===== config.mk =====
export PLATFORM = sky130hd
export DESIGN_NAME = color_proc
export DESIGN_NICKNAME = d
export VERILOG_FILES = /design/src/common/track_pkg.sv /design/src/common/img_pkg.sv /design/src/color_proc/color_proc.sv /design/src/color_proc/centroid_calc.sv /design/src/color_proc/red_hist.sv /design/src/color_proc/color_filter.sv
export SDC_FILE = /design/constraint.sdc
export NUM_CORES = 1
export LEC_CHECK = 0
export BUFFER_PORTS_ARGS = -buffer_cell sky130_fd_sc_hd__buf_4
export CAP_MARGIN = 20
export CELL_PAD_IN_SITES_DETAIL_PLACEMENT = 1
export CELL_PAD_IN_SITES_GLOBAL_PLACEMENT = 2
export CORE_MARGIN = 2
export CORE_UTILIZATION = 43
export CTS_CLUSTER_DIAMETER = 50
export DETAILED_ROUTE_END_ITERATION = 8
export PLACE_DENSITY = 0.95
export SETUP_SLACK_MARGIN = 0.05
export SLEW_MARGIN = 5
export SYNTH_ARGS = -nofsm -noshare
export SYNTH_HDL_FRONTEND = slang
export SYNTH_SLANG_ARGS = --single-unit

===== constraint.sdc =====
create_clock -name clk -period 13.63 [get_ports clk]
set_input_delay 0.6815 -clock clk [delete_from_list [all_inputs] [get_ports clk]]
set_output_delay 0.6815 -clock clk [all_outputs]
set_load 0.01 [all_outputs]

===== src/common/track_pkg.sv =====
package track_pkg;

  // inner frame, 64 columns by 48 rows, border is ignored by the tracker
  localparam int inframe_col_lo = 8;
  localparam int inframe_col_hi = 71;
  localparam int inframe_row_lo = 6;
  localparam int inframe_row_hi = 53;

  // column histogram
  localparam int hist_bins = 8;
  localparam int bin_shift = 3; // 8 columns per bin

  typedef logic [2:0]  bin_t;       // bin index
  typedef logic [8:0]  hist_cnt_t;  // one bin, max 8*48 = 384
  typedef logic [11:0] total_cnt_t; // whole inner frame, max 3072
  typedef logic [10:0] side_cnt_t;  // up to four bins, max 1536

  // led pattern, bit 0 is the leftmost bin
  typedef logic [7:0] led_t;

endpackage


===== src/common/img_pkg.sv =====
package img_pkg;

  // frame geometry, scanned row by row from the top left corner
  localparam int img_cols = 80;
  localparam int img_rows = 60;
  localparam int img_pxls = img_cols * img_rows; // 4800 words per frame

  // rgb444 layout
  localparam int chan_bits = 4;
  localparam int red_msb   = 11;
  localparam int green_msb = 7;
  localparam int blue_msb  = 3;

  typedef logic [chan_bits-1:0]         chan_t;     // one color channel
  typedef logic [3*chan_bits-1:0]       pxl_t;      // red[11:8] green[7:4] blue[3:0]
  typedef logic [$clog2(img_pxls)-1:0]  pxl_addr_t; // 13 bits
  typedef logic [6:0]                   col_t;      // 0..79
  typedef logic [5:0]                   row_t;      // 0..59

  // display filter code, bit 2 red, bit 1 green, bit 0 blue
  typedef logic [2:0] filter_t;
  localparam filter_t filt_none = 3'b000; // pass everything
  localparam filter_t filt_red  = 3'b100; // use the red detector

  // a red pixel needs green and blue below these
  localparam chan_t green_limit = 4'd9;
  localparam chan_t blue_limit  = 4'd9;

endpackage

===== src/color_proc/color_proc.sv =====
module color_proc #(
  parameter int unsigned min_color_pxls = 32
) (
  input  logic               clk,
  input  logic               rst,
  input  img_pkg::filter_t   rgbfilter,
  input  img_pkg::pxl_t      orig_pxl,    // arrives one clock after orig_addr
  output img_pkg::pxl_addr_t orig_addr,
  output logic               proc_we,
  output img_pkg::pxl_t      proc_pxl,
  output img_pkg::pxl_addr_t proc_addr,   // orig_addr delayed by one
  output track_pkg::led_t    centroid,
  output logic               new_centroid
);

  import img_pkg::*;
  import track_pkg::*;

  pxl_addr_t  cnt_pxl;   // scan position, 0..4799
  col_t       col;       // column of cnt_pxl
  row_t       row;
  col_t       col_d;     // aligned with orig_pxl
  row_t       row_d;
  logic       frame_end; // last pixel address of the frame
  logic       end_ln;    // last column of a line
  logic       is_red;

  hist_cnt_t  hist0, hist7;
  total_cnt_t total;
  side_cnt_t  left_sum, right_sum;
  side_cnt_t  bin01, bin012, bin67, bin567;

  assign frame_end = (cnt_pxl == pxl_addr_t'(img_pxls - 1));
  assign end_ln    = (col == col_t'(img_cols - 1));
  assign orig_addr = cnt_pxl;

  // free running scan, write side trails the read side by a clock
  always_ff @(posedge clk or posedge rst) begin
    if (rst) begin
      cnt_pxl   <= '0;
      proc_addr <= '0;
      proc_we   <= 1'b0;
    end else begin
      proc_we   <= 1'b1;        // stays high from here on
      proc_addr <= cnt_pxl;
      cnt_pxl   <= frame_end ? '0 : cnt_pxl + 1'b1;
    end
  end

  // column and row follow cnt_pxl
  always_ff @(posedge clk or posedge rst) begin
    if (rst) begin
      col <= '0;
      row <= '0;
    end else begin
      col <= end_ln ? '0 : col + 1'b1;
      if (frame_end) row <= '0;
      else if (end_ln) row <= row + 1'b1;
    end
  end

  // both delayed together to match the read latency
  always_ff @(posedge clk or posedge rst) begin
    if (rst) begin
      col_d <= '0;
      row_d <= '0;
    end else begin
      col_d <= col;
      row_d <= row;
    end
  end

  color_filter i_color_filter (
    .orig_pxl  (orig_pxl),
    .rgbfilter (rgbfilter),
    .proc_pxl  (proc_pxl),
    .is_red    (is_red)
  );

  red_hist i_red_hist (
    .clk       (clk),
    .rst       (rst),
    .is_red    (is_red),
    .col_d     (col_d),
    .row_d     (row_d),
    .frame_end (frame_end),
    .hist0     (hist0),
    .hist7     (hist7),
    .total     (total),
    .left_sum  (left_sum),
    .right_sum (right_sum),
    .bin01     (bin01),
    .bin012    (bin012),
    .bin67     (bin67),
    .bin567    (bin567)
  );

  centroid_calc #(
    .min_color_pxls (min_color_pxls)
  ) i_centroid_calc (
    .clk          (clk),
    .rst          (rst),
    .frame_end    (frame_end),
    .hist0        (hist0),
    .hist7        (hist7),
    .total        (total),
    .left_sum     (left_sum),
    .right_sum    (right_sum),
    .bin01        (bin01),
    .bin012       (bin012),
    .bin67        (bin67),
    .bin567       (bin567),
    .centroid     (centroid),
    .new_centroid (new_centroid)
  );

endmodule


===== src/color_proc/centroid_calc.sv =====
module centroid_calc #(
  parameter int unsigned min_color_pxls = 32 // below this it is noise
) (
  input  logic                  clk,
  input  logic                  rst,
  input  logic                  frame_end,
  input  track_pkg::hist_cnt_t  hist0,
  input  track_pkg::hist_cnt_t  hist7,
  input  track_pkg::total_cnt_t total,
  input  track_pkg::side_cnt_t  left_sum,
  input  track_pkg::side_cnt_t  right_sum,
  input  track_pkg::side_cnt_t  bin01,
  input  track_pkg::side_cnt_t  bin012,
  input  track_pkg::side_cnt_t  bin67,
  input  track_pkg::side_cnt_t  bin567,
  output track_pkg::led_t       centroid,    // latched pattern
  output logic                  new_centroid // one clock per frame
);

  import track_pkg::*;

  logic      left;      // more red on the left half
  side_cnt_t abs_diff;  // |left - right|
  side_cnt_t half;      // total / 2
  side_cnt_t sixteenth; // total / 16, margin for the middle
  led_t      pattern;

  assign left      = left_sum > right_sum;
  assign abs_diff  = left ? (left_sum - right_sum) : (right_sum - left_sum);
  assign half      = side_cnt_t'(total >> 1);
  assign sixteenth = side_cnt_t'(total >> 4);

  always_comb begin
    pattern = '0;
    if (32'(total) <= min_color_pxls) begin
      pattern = '0;                           // nothing detected
    end else if (abs_diff < sixteenth) begin
      pattern[4:3] = 2'b11;                   // roughly centered
    end else if (left) begin
      // walk in from the left edge
      if (side_cnt_t'(hist0) >= half) pattern[0] = 1'b1;
      else if (bin01 >= half)         pattern[1] = 1'b1;
      else if (bin012 >= half)        pattern[2] = 1'b1;
      else if (left_sum > half)       pattern[3] = 1'b1;
    end else begin
      // mirror image from the right edge
      if (side_cnt_t'(hist7) >= half) pattern[7] = 1'b1;
      else if (bin67 >= half)         pattern[6] = 1'b1;
      else if (bin567 >= half)        pattern[5] = 1'b1;
      else if (right_sum > half)      pattern[4] = 1'b1;
    end
  end

  // sums are still complete in the frame_end cycle
  always_ff @(posedge clk or posedge rst) begin
    if (rst) begin
      centroid     <= '0;
      new_centroid <= 1'b0;
    end else begin
      new_centroid <= frame_end;
      if (frame_end) centroid <= pattern;
    end
  end

endmodule


===== src/color_proc/red_hist.sv =====
module red_hist (
  input  logic                  clk,
  input  logic                  rst,
  input  logic                  is_red,    // current pixel is red
  input  img_pkg::col_t         col_d,     // column of the current pixel
  input  img_pkg::row_t         row_d,     // row of the current pixel
  input  logic                  frame_end, // clears everything
  output track_pkg::hist_cnt_t  hist0,     // leftmost bin
  output track_pkg::hist_cnt_t  hist7,     // rightmost bin
  output track_pkg::total_cnt_t total,     // all red pixels in the inner frame
  output track_pkg::side_cnt_t  left_sum,  // bins 0..3
  output track_pkg::side_cnt_t  right_sum, // bins 4..7
  output track_pkg::side_cnt_t  bin01,
  output track_pkg::side_cnt_t  bin012,
  output track_pkg::side_cnt_t  bin67,
  output track_pkg::side_cnt_t  bin567
);

  import img_pkg::*;
  import track_pkg::*;

  hist_cnt_t hist [hist_bins]; // red count per column bin
  logic      in_frame;
  logic      hit;              // red pixel inside the inner frame
  col_t      col_in;           // column relative to the inner frame
  bin_t      bin;

  assign in_frame = (col_d >= col_t'(inframe_col_lo)) && (col_d <= col_t'(inframe_col_hi)) &&
                    (row_d >= row_t'(inframe_row_lo)) && (row_d <= row_t'(inframe_row_hi));

  assign col_in = col_d - col_t'(inframe_col_lo); // garbage outside, not used then
  assign bin    = bin_t'(col_in >> bin_shift);
  assign hit    = is_red & in_frame;

  // side sums are counted directly instead of adding bins later
  always_ff @(posedge clk or posedge rst) begin
    if (rst) begin
      for (int i = 0; i < hist_bins; i++) begin
        hist[i] <= '0;
      end
      total     <= '0;
      left_sum  <= '0;
      right_sum <= '0;
      bin01     <= '0;
      bin012    <= '0;
      bin67     <= '0;
      bin567    <= '0;
    end else if (frame_end) begin // new frame starts from zero
      for (int i = 0; i < hist_bins; i++) begin
        hist[i] <= '0;
      end
      total     <= '0;
      left_sum  <= '0;
      right_sum <= '0;
      bin01     <= '0;
      bin012    <= '0;
      bin67     <= '0;
      bin567    <= '0;
    end else if (hit) begin
      hist[bin] <= hist[bin] + 1'b1;
      total     <= total + 1'b1;
      if (bin < bin_t'(hist_bins / 2)) begin
        left_sum <= left_sum + 1'b1;   // 0123
      end else begin
        right_sum <= right_sum + 1'b1; // 4567
      end
      if (bin <= 3'd1) bin01  <= bin01 + 1'b1;
      if (bin <= 3'd2) bin012 <= bin012 + 1'b1;
      if (bin >= 3'd6) bin67  <= bin67 + 1'b1;
      if (bin >= 3'd5) bin567 <= bin567 + 1'b1;
    end
  end

  // only the edge bins are needed by the decision
  assign hist0 = hist[0];
  assign hist7 = hist[hist_bins-1];

endmodule


===== src/color_proc/color_filter.sv =====
module color_filter (
  input  img_pkg::pxl_t    orig_pxl,  // pixel from the original frame
  input  img_pkg::filter_t rgbfilter, // selected display filter
  output img_pkg::pxl_t    proc_pxl,  // pixel or black
  output logic             is_red     // pixel counts as red
);

  import img_pkg::*;

  chan_t green; // green channel of the pixel
  chan_t blue;
  logic  pass;  // pixel survives the filter

  assign green = orig_pxl[green_msb -: chan_bits];
  assign blue  = orig_pxl[blue_msb -: chan_bits];

  // strong red with weak green and blue
  assign is_red = orig_pxl[red_msb] && (green < green_limit) && (blue < blue_limit);

  always_comb begin
    case (rgbfilter)
      filt_none: pass = 1'b1;   // no filtering
      filt_red:  pass = is_red; // red detector only
      default: begin
        // every selected channel needs its msb set, unselected ones don't care
        pass = (~rgbfilter[2] | orig_pxl[red_msb]) &
               (~rgbfilter[1] | orig_pxl[green_msb]) &
               (~rgbfilter[0] | orig_pxl[blue_msb]);
      end
    endcase
  end

  assign proc_pxl = pass ? orig_pxl : '0; // black when rejected

endmodule


After elaboration in Yosys (flattened, before gate mapping)
Cells that the tools add are included.
{"block": "classes", "addsub": 14, "mul": 0, "n_div": 0, "n_lt_le_gt_ge": 24, "eq_ne": 4, "n_shift": 0, "mux": 55, "bitwise": 10, "n_reduce_logical": 20}
{"cell": "$mux W11", "count": 19}
{"cell": "$mux W72", "count": 2}
{"cell": "$bwmux W72", "count": 1}
{"cell": "$add A11 B1 Y11 const B", "count": 6}
{"cell": "$ge A11 B11 Y1", "count": 4}
{"cell": "$mux W12", "count": 3}
{"cell": "$gt A11 B11 Y1", "count": 3}
{"cell": "$bmux W9 S3", "count": 1}
{"cell": "$demux W9 S3", "count": 1}
{"cell": "$mux W9", "count": 3}
{"cell": "$ge A9 B11 Y1", "count": 2}
{"cell": "$sub A11 B11 Y11", "count": 2}
{"cell": "$reduce_bool A2 Y1", "count": 7}
{"cell": "$add A13 B1 Y13 const B", "count": 1}
{"cell": "$eq A13 B13 Y1 const B", "count": 1}
{"cell": "$mux W13", "count": 1}
{"cell": "$add A12 B1 Y12 const B", "count": 1}
{"cell": "$le A12 B6 Y1 const B", "count": 1}
{"cell": "$mux W3", "count": 4}
{"cell": "$mux W6", "count": 2}
{"cell": "$reduce_and A2 Y1", "count": 6}
{"cell": "$lt A11 B8 Y1", "count": 1}
{"cell": "$mux W1", "count": 10}
{"cell": "$add A9 B1 Y9 const B", "count": 1}
{"cell": "other kinds (28)", "count": 44}
{"block": "word_totals", "register_bits": 212, "latchBits": 0, "ramBits": 0, "mem_bits_ro": 0, "in_bits": 17, "out_inout_bits": 48, "wordCells": 151, "mem_count": 0}

Logic depth before layout (Yosys ltp)
{"block": "logic_depth", "word_depth": 9, "ltp_mapped": 20, "ltp_nobuf": 19}

By module
Synthesis repeated with hierarchy kept, for this count alone.
{"block": "hier_totals", "hier_cells": 1500, "hier_area_um2": 14174.8}
{"module": "red_hist", "instances": 1, "cells_each": 898, "area_each_um2": 8423.1, "seq_area_each_um2": 3753.6}
{"module": "centroid_calc", "instances": 1, "cells_each": 436, "area_each_um2": 3563.4, "seq_area_each_um2": 225.2}
{"module": "color_proc", "instances": 1, "cells_each": 140, "area_each_um2": 1936.9, "seq_area_each_um2": 1326.3}
{"module": "color_filter", "instances": 1, "cells_each": 26, "area_each_um2": 251.5, "seq_area_each_um2": 0.0}

Worst setup path before layout
Ideal clock, no wire load.
{"block": "synth_timing", "path_type": "register to register", "startpoint": "register col_d[3]", "endpoint": "register i_red_hist.hist[17] (netlist bit)", "setup_ps": 78, "arrival_time_ps": 4207, "required_time_ps": 13552, "setup_slack_ps": 9345, "path_stages_with_launch": 17, "n_path_buf": 4, "period_less_slack_ps": 4285, "path_cell_list": "dfrtp_1 > clkbuf_1 > clkbuf_1 > inv_1 > ha_1 > xnor2_1 > buf_2 > nand2_1 > a32oi_1 > and2_1 > clkbuf_1 > ha_1 > nand3_1 > nor4_1 > xnor2_1 > nand3_1 > a21oi_1"}
{"block": "synth_between", "elab_chain_len": 9, "elab_cells_between_ends": 21, "classes_between": "2 x add/sub; 4 x order compare; 8 x mux; 2 x bitwise; 5 x reduce/logical"}
{"element": "start: declaration", "line_no": "color_proc.sv:22", "text": "col_t col_d;"}
{"element": "start signal: assignment", "line_no": "color_proc.sv:68", "text": "col_d <= col;"}
{"element": "$sub A6 B4 Y6", "line_no": "red_hist.sv:31", "text": "assign col_in = col_d - col_t'(inframe_col_lo);"}
{"element": "$not A3 Y4 (implied by the code)", "line_no": "red_hist.sv:60", "text": "hist[bin] <= hist[bin] + 1'b1;"}
{"element": "$bmux W9 S3, or another cell as far along", "line_no": "red_hist.sv:60"}
{"element": "$mux W9 (implied by the code) or $logic_and A1 B1 Y1 (tied branches)", "line_no": "red_hist.sv:60"}
{"element": "$mux W9 (implied by the code)", "line_no": "red_hist.sv:60"}
{"element": "$add A9 B1 Y9 or $demux W9 S3 (tied branches)", "line_no": "red_hist.sv:60"}
{"element": "$bwmux W72", "line_no": "red_hist.sv:60"}
{"element": "$mux W72", "line_no": "red_hist.sv:59", "text": "end else if (hit) begin"}
{"element": "$mux W72", "line_no": "red_hist.sv:48", "text": "end else if (frame_end) begin"}
{"element": "end signal: indexed assignment", "line_no": "red_hist.sv:60"}
{"element": "end: declaration", "line_no": "red_hist.sv:22", "text": "hist_cnt_t hist [hist_bins];"}
Parallel ways exist; a longest one is shown, timed or not. The select of a mux whose other input is x is not followed.
A chain may end at the register's enable or synchronous reset.

Worst setup path in the final report
{"block": "layout_timing", "startpoint": "register col_d[3]", "endpoint": "register i_red_hist.hist, in the netlist i_red_hist.hist7[6]"}
Same word-level chain as after synthesis.

==> results by group <==
Power and ir drop
  – Leakage power: approximately 7.3 nW
  – Power per cell area: slightly above 100 nW/um^2
  – Worst vdd ir: around 0.089 mV

Detailed routing
  – Antenna viol nets, final: 0
  – Routed wire per std cell: approximately 20 um
  – DRT iter0 DRCs: approximately 550
  – Drc violations: 0
  – Vias per cell: 5.77
  – DR vias: ~11000
  – First-pass iteration count of the detailed router: 5
  – WL final: 37.2 mm

CTS
  – Root Driver: clkbuf_16
  – Clock latency on the worst-skew pair: 560 ps
  – # resized after CTS: 0
  – Postcts setup bufs: 0
  – TritonCTS clock tree: done
  – Clock transition at path regs: around 60 ps
  – Hold_buf cts: 0
  – # H-tree levels: 1
  – CTS Buf Count: 31
  – Num Clock Sinks: about 210
  – CTS max path bufs: 3

STA
  – Period utilization: 0.341
  – Max-slew violations: 0
  – Clock Skew: around 17 ps
  – Final setup violation count: 0
  – Highest Clock Rate: roughly 220 MHz
  – Unrepaired setup endpoints after global routing: no
  – Hold Vio Cnt, Final: 0
  – Sum of negative setup slack: 0 ps
  – Crit path time final: approximately 4600 ps
  – Worst-margin pin slew: approximately 1100 ps
  – Max transition margin: 0.235

Finish
  – Fin util: 0.499
  – Area Overhead vs Synth: 15.3%
  – Layout cell share with drive strength beyond 1: 0.110
  – Final net count: between 1500 and 2000
  – FILL cells: around 3400
  – Diode count: 0

Synthesis
  – Mapped Cells: between 1000 and 1500
  – Primary FF master, synth: dfrtp_1
  – Synthesized area: approximately 13000 sq um
  – Library cells used by synthesis: 63
  – Post-synth EDFFs: 0
  – Syn_area_per_cell: between 9 and 10 sq um
  – #FFs+latches synth: around 210
  – Async set or reset register ratio after synthesis: 1.00
  – Syn nets: between 1500 and 2000
  – YS warnings: 0
  – Register area share after synthesis: 0.415

Global routing
  – GR Util met1: 0.319
  – Gr busiest metal: met2
  – Vias in the first global route: roughly 12000
  – GRT Total Usage: 0.245
  – Largest net degree at the start of global routing: approximately 120
  – First-pass GRT wire length: a little over 60 mm
  – Met2 global-route usage: 0.428
  – Met3 Resource Use GR: 0.0308
  – Final global-route overflow total: 0
  – Antenna violations before repair: 0

Floorplan
  – Initial Utilization: 0.433
  – Core box area: a little under 30000 sq um
  – Die Y: 176 um
  – Num rows: between 60 and 70
  – Number of placed I/O pins: 65
  – Die area: between 30000 and 40000 sq um
  – Die W: roughly 180 um

Critical path
  – Critical path data required time: ~14000 ps
  – Critical path capture point type: register
  – Critical path's slowest cell: dfrtp_1
  – Critical-path cell list: inv_1, ha_1, and2_1, a32oi_1, and2_1, ha_1, inv_1, nor3_1, xnor2_1, nand3_1, a21oi_1
  – Worst path top cell family by delay: adder cells
  – Max Fanout on Critical Path: 22
  – Critical path buffers and inverters: 2
  – Worst Setup Start Kind: register
  – CP peak stage delay: 890 ps
  – Crit path kind: register to register
  – Critical path arrival: about 5100 ps

Outcome
  – Status: finished clean

Place
  – I/O Buffers: 64
  – Final HPWL DP: 25.5 mm
  – Gpl congestion: between 0.8 and 0.9

Hold path
  – HP Class: primary input to asynchronous set/reset pin

Flow run
  – Max_cap viols: 0
## synth_stat cells, types with 2 or more instances
master | number | area [sq um]
dfrtp_1 | 211 | 5280
nor2_1 | 161 | 604
nand2_1 | 138 | 518
ha_1 | 128 | 1600
a21oi_1 | 110 | 551
nand3_1 | 64 | 320
o21ai_0 | 61 | 305
inv_1 | 58 | 218
clkbuf_1 | 49 | 184
xnor2_1 | 46 | 403
mux2i_1 | 40 | 400
xor2_1 | 38 | 333
nand4_1 | 33 | 206
or3_1 | 25 | 156
nor3_1 | 24 | 120
a21o_1 | 18 | 135
and2_1 | 15 | 93.8
nand2b_1 | 13 | 81.3
a211oi_1 | 12 | 90.1
nor2b_1 | 12 | 75.1
and3_1 | 11 | 68.8
nor4_1 | 10 | 62.6
o21a_1 | 9 | 67.6
o31ai_1 | 8 | 60.1
a32oi_1 | 7 | 61.3
mux4_2 | 6 | 135
o22ai_1 | 6 | 37.5
a211o_1 | 5 | 43.8
a31oi_1 | 4 | 25.0
buf_1 | 4 | 15.0
mux2_2 | 4 | 45.0
o2111ai_1 | 4 | 35.0
a221oi_1 | 3 | 26.3
or4_1 | 3 | 22.5
and4_1 | 2 | 17.5
fa_1 | 2 | 40.0
nand4b_1 | 2 | 17.5
nor3_2 | 2 | 20.0
nor3b_1 | 2 | 15.0
o221ai_1 | 2 | 17.5
o311ai_0 | 2 | 17.5
or2_2 | 2 | 12.5
## metal layers
layer  wire length [um]  vias up
li1                   -     4971
met1              16300     5419
met2              18500      204
met3               1300       77
met4               1090        0
met5                  0        -
## layout by cell type, fill, tap and decap left out, types with 8 or more instances in the layout
cell type	synthesis	routed
or3_1	25	25
nand2_1	138	138
a21o_1	18	18
o31ai_1	8	8
o21ai_0	61	61
a211oi_1	12	12
dfrtp_1	211	211
o21a_1	9	9
clkbuf_16	0	31
nand2b_1	13	13
nor4_1	10	10
ha_1	128	128
nor3_1	24	23
and3_1	11	11
nand4_1	33	33
nor2_1	161	160
a21oi_1	110	110
nand3_1	64	64
xor2_1	38	37
and2_1	15	15
nor2b_1	12	12
buf_4	1	78
mux2i_1	40	40
xnor2_1	46	45
inv_1	58	57
## kinds of logic after synthesis
| group | after synthesis | synth area share |
|---|---|---|
| simple gates | 524 | 0.193 |
| compound gates | 264 | 0.126 |
| flops | 211 | 0.415 |
| fa+ha+maj | 130 | 0.129 |
| buf+inv | 113 | 0.0337 |
| xor+xnor | 84 | 0.0578 |
| mux | 50 | 0.0456 |
| other cells | 1 | 0.000294 |
## report_power, final
group	total (W)	leakage, nW	internal, W	switching, W
clock network	0.000809	0.516	0.000494	0.000315
registers	0.000631	2.80	0.000628	0.00000241
logic	0.0000429	3.94	0.0000156	0.0000272
total	0.00148	7.26	0.00114	0.000345
## worst reg2reg max path, stage by stage, from the launching register on
cell and delay (ps):
dfrtp_1 890, inv_1 200, ha_1 850, and2_1 520, a32oi_1 230, and2_1 330, ha_1 300, inv_1 70
nor3_1 50, xnor2_1 730, nand3_1 150, a21oi_1 220
## worst paths after layout
| path | slack, ps | cells after the start | from | endpoint |
|---|---|---|---|---|
| worst max-delay path | 8980 | 11 | col_d[3] | i_red_hist.hist7[6] |
| worst min-delay path | 290 | 2 | rst | proc_addr[0] |
| worst max register to register | 8980 | 11 | col_d[3] | i_red_hist.hist7[6] |
| worst min register to register | 400 | 0 | row[5] | row_d[5] |
| max in group asynchronous | 12120 | 3 | rst | i_red_hist.hist[26] |
| min in group clk | 400 | 0 | row[5] | row_d[5] |
## final cells by class
class	count	area [sq um]	share of cell area
flip-flops and latches	211	5280	0.360
clock inverters	22	226	0.0154
clock buffers	36	825	0.0562
inverters	58	225	0.0153
multi-input cells	1053	7050	0.480
well taps	390	488	0.0332
repair buffers	79	591	0.0402
## metrics by stage
stage	power [W]	hold slack [ps]	cell area (sq um)	instances	setup WS, ps
4_1_cts	0.00150	312	14700	1848	9070
3_5_place_dp	0.000685	394	13600	1790	9130
6_report	0.00148	286	14700	1849	8980
2_1_floorplan	0.000667	362	12700	1377	7180
5_1_grt	0.00153	332	14700	1849	8700
3_3_place_gp	0.000684	376	13600	1789	9300
## registers in the layout, indices dropped and copies added (netlist names)
register                      flops
i_red_hist.hist7                  9
i_centroid_calc.new_centroid      1
i_red_hist.left_sum              11
i_red_hist.right_sum             11
i_centroid_calc.centroid          8
i_red_hist.total                 12
i_red_hist.hist0                  9
i_red_hist.bin01                 11
i_red_hist.bin567                11
proc_we                           1
i_red_hist.bin67                 11
col                               7
i_red_hist.hist                  54
col_d                             7
orig_addr                        13
i_red_hist.bin012                11
row_d                             5
proc_addr                        13
row                               6
(Power assumes the default switching activity.)
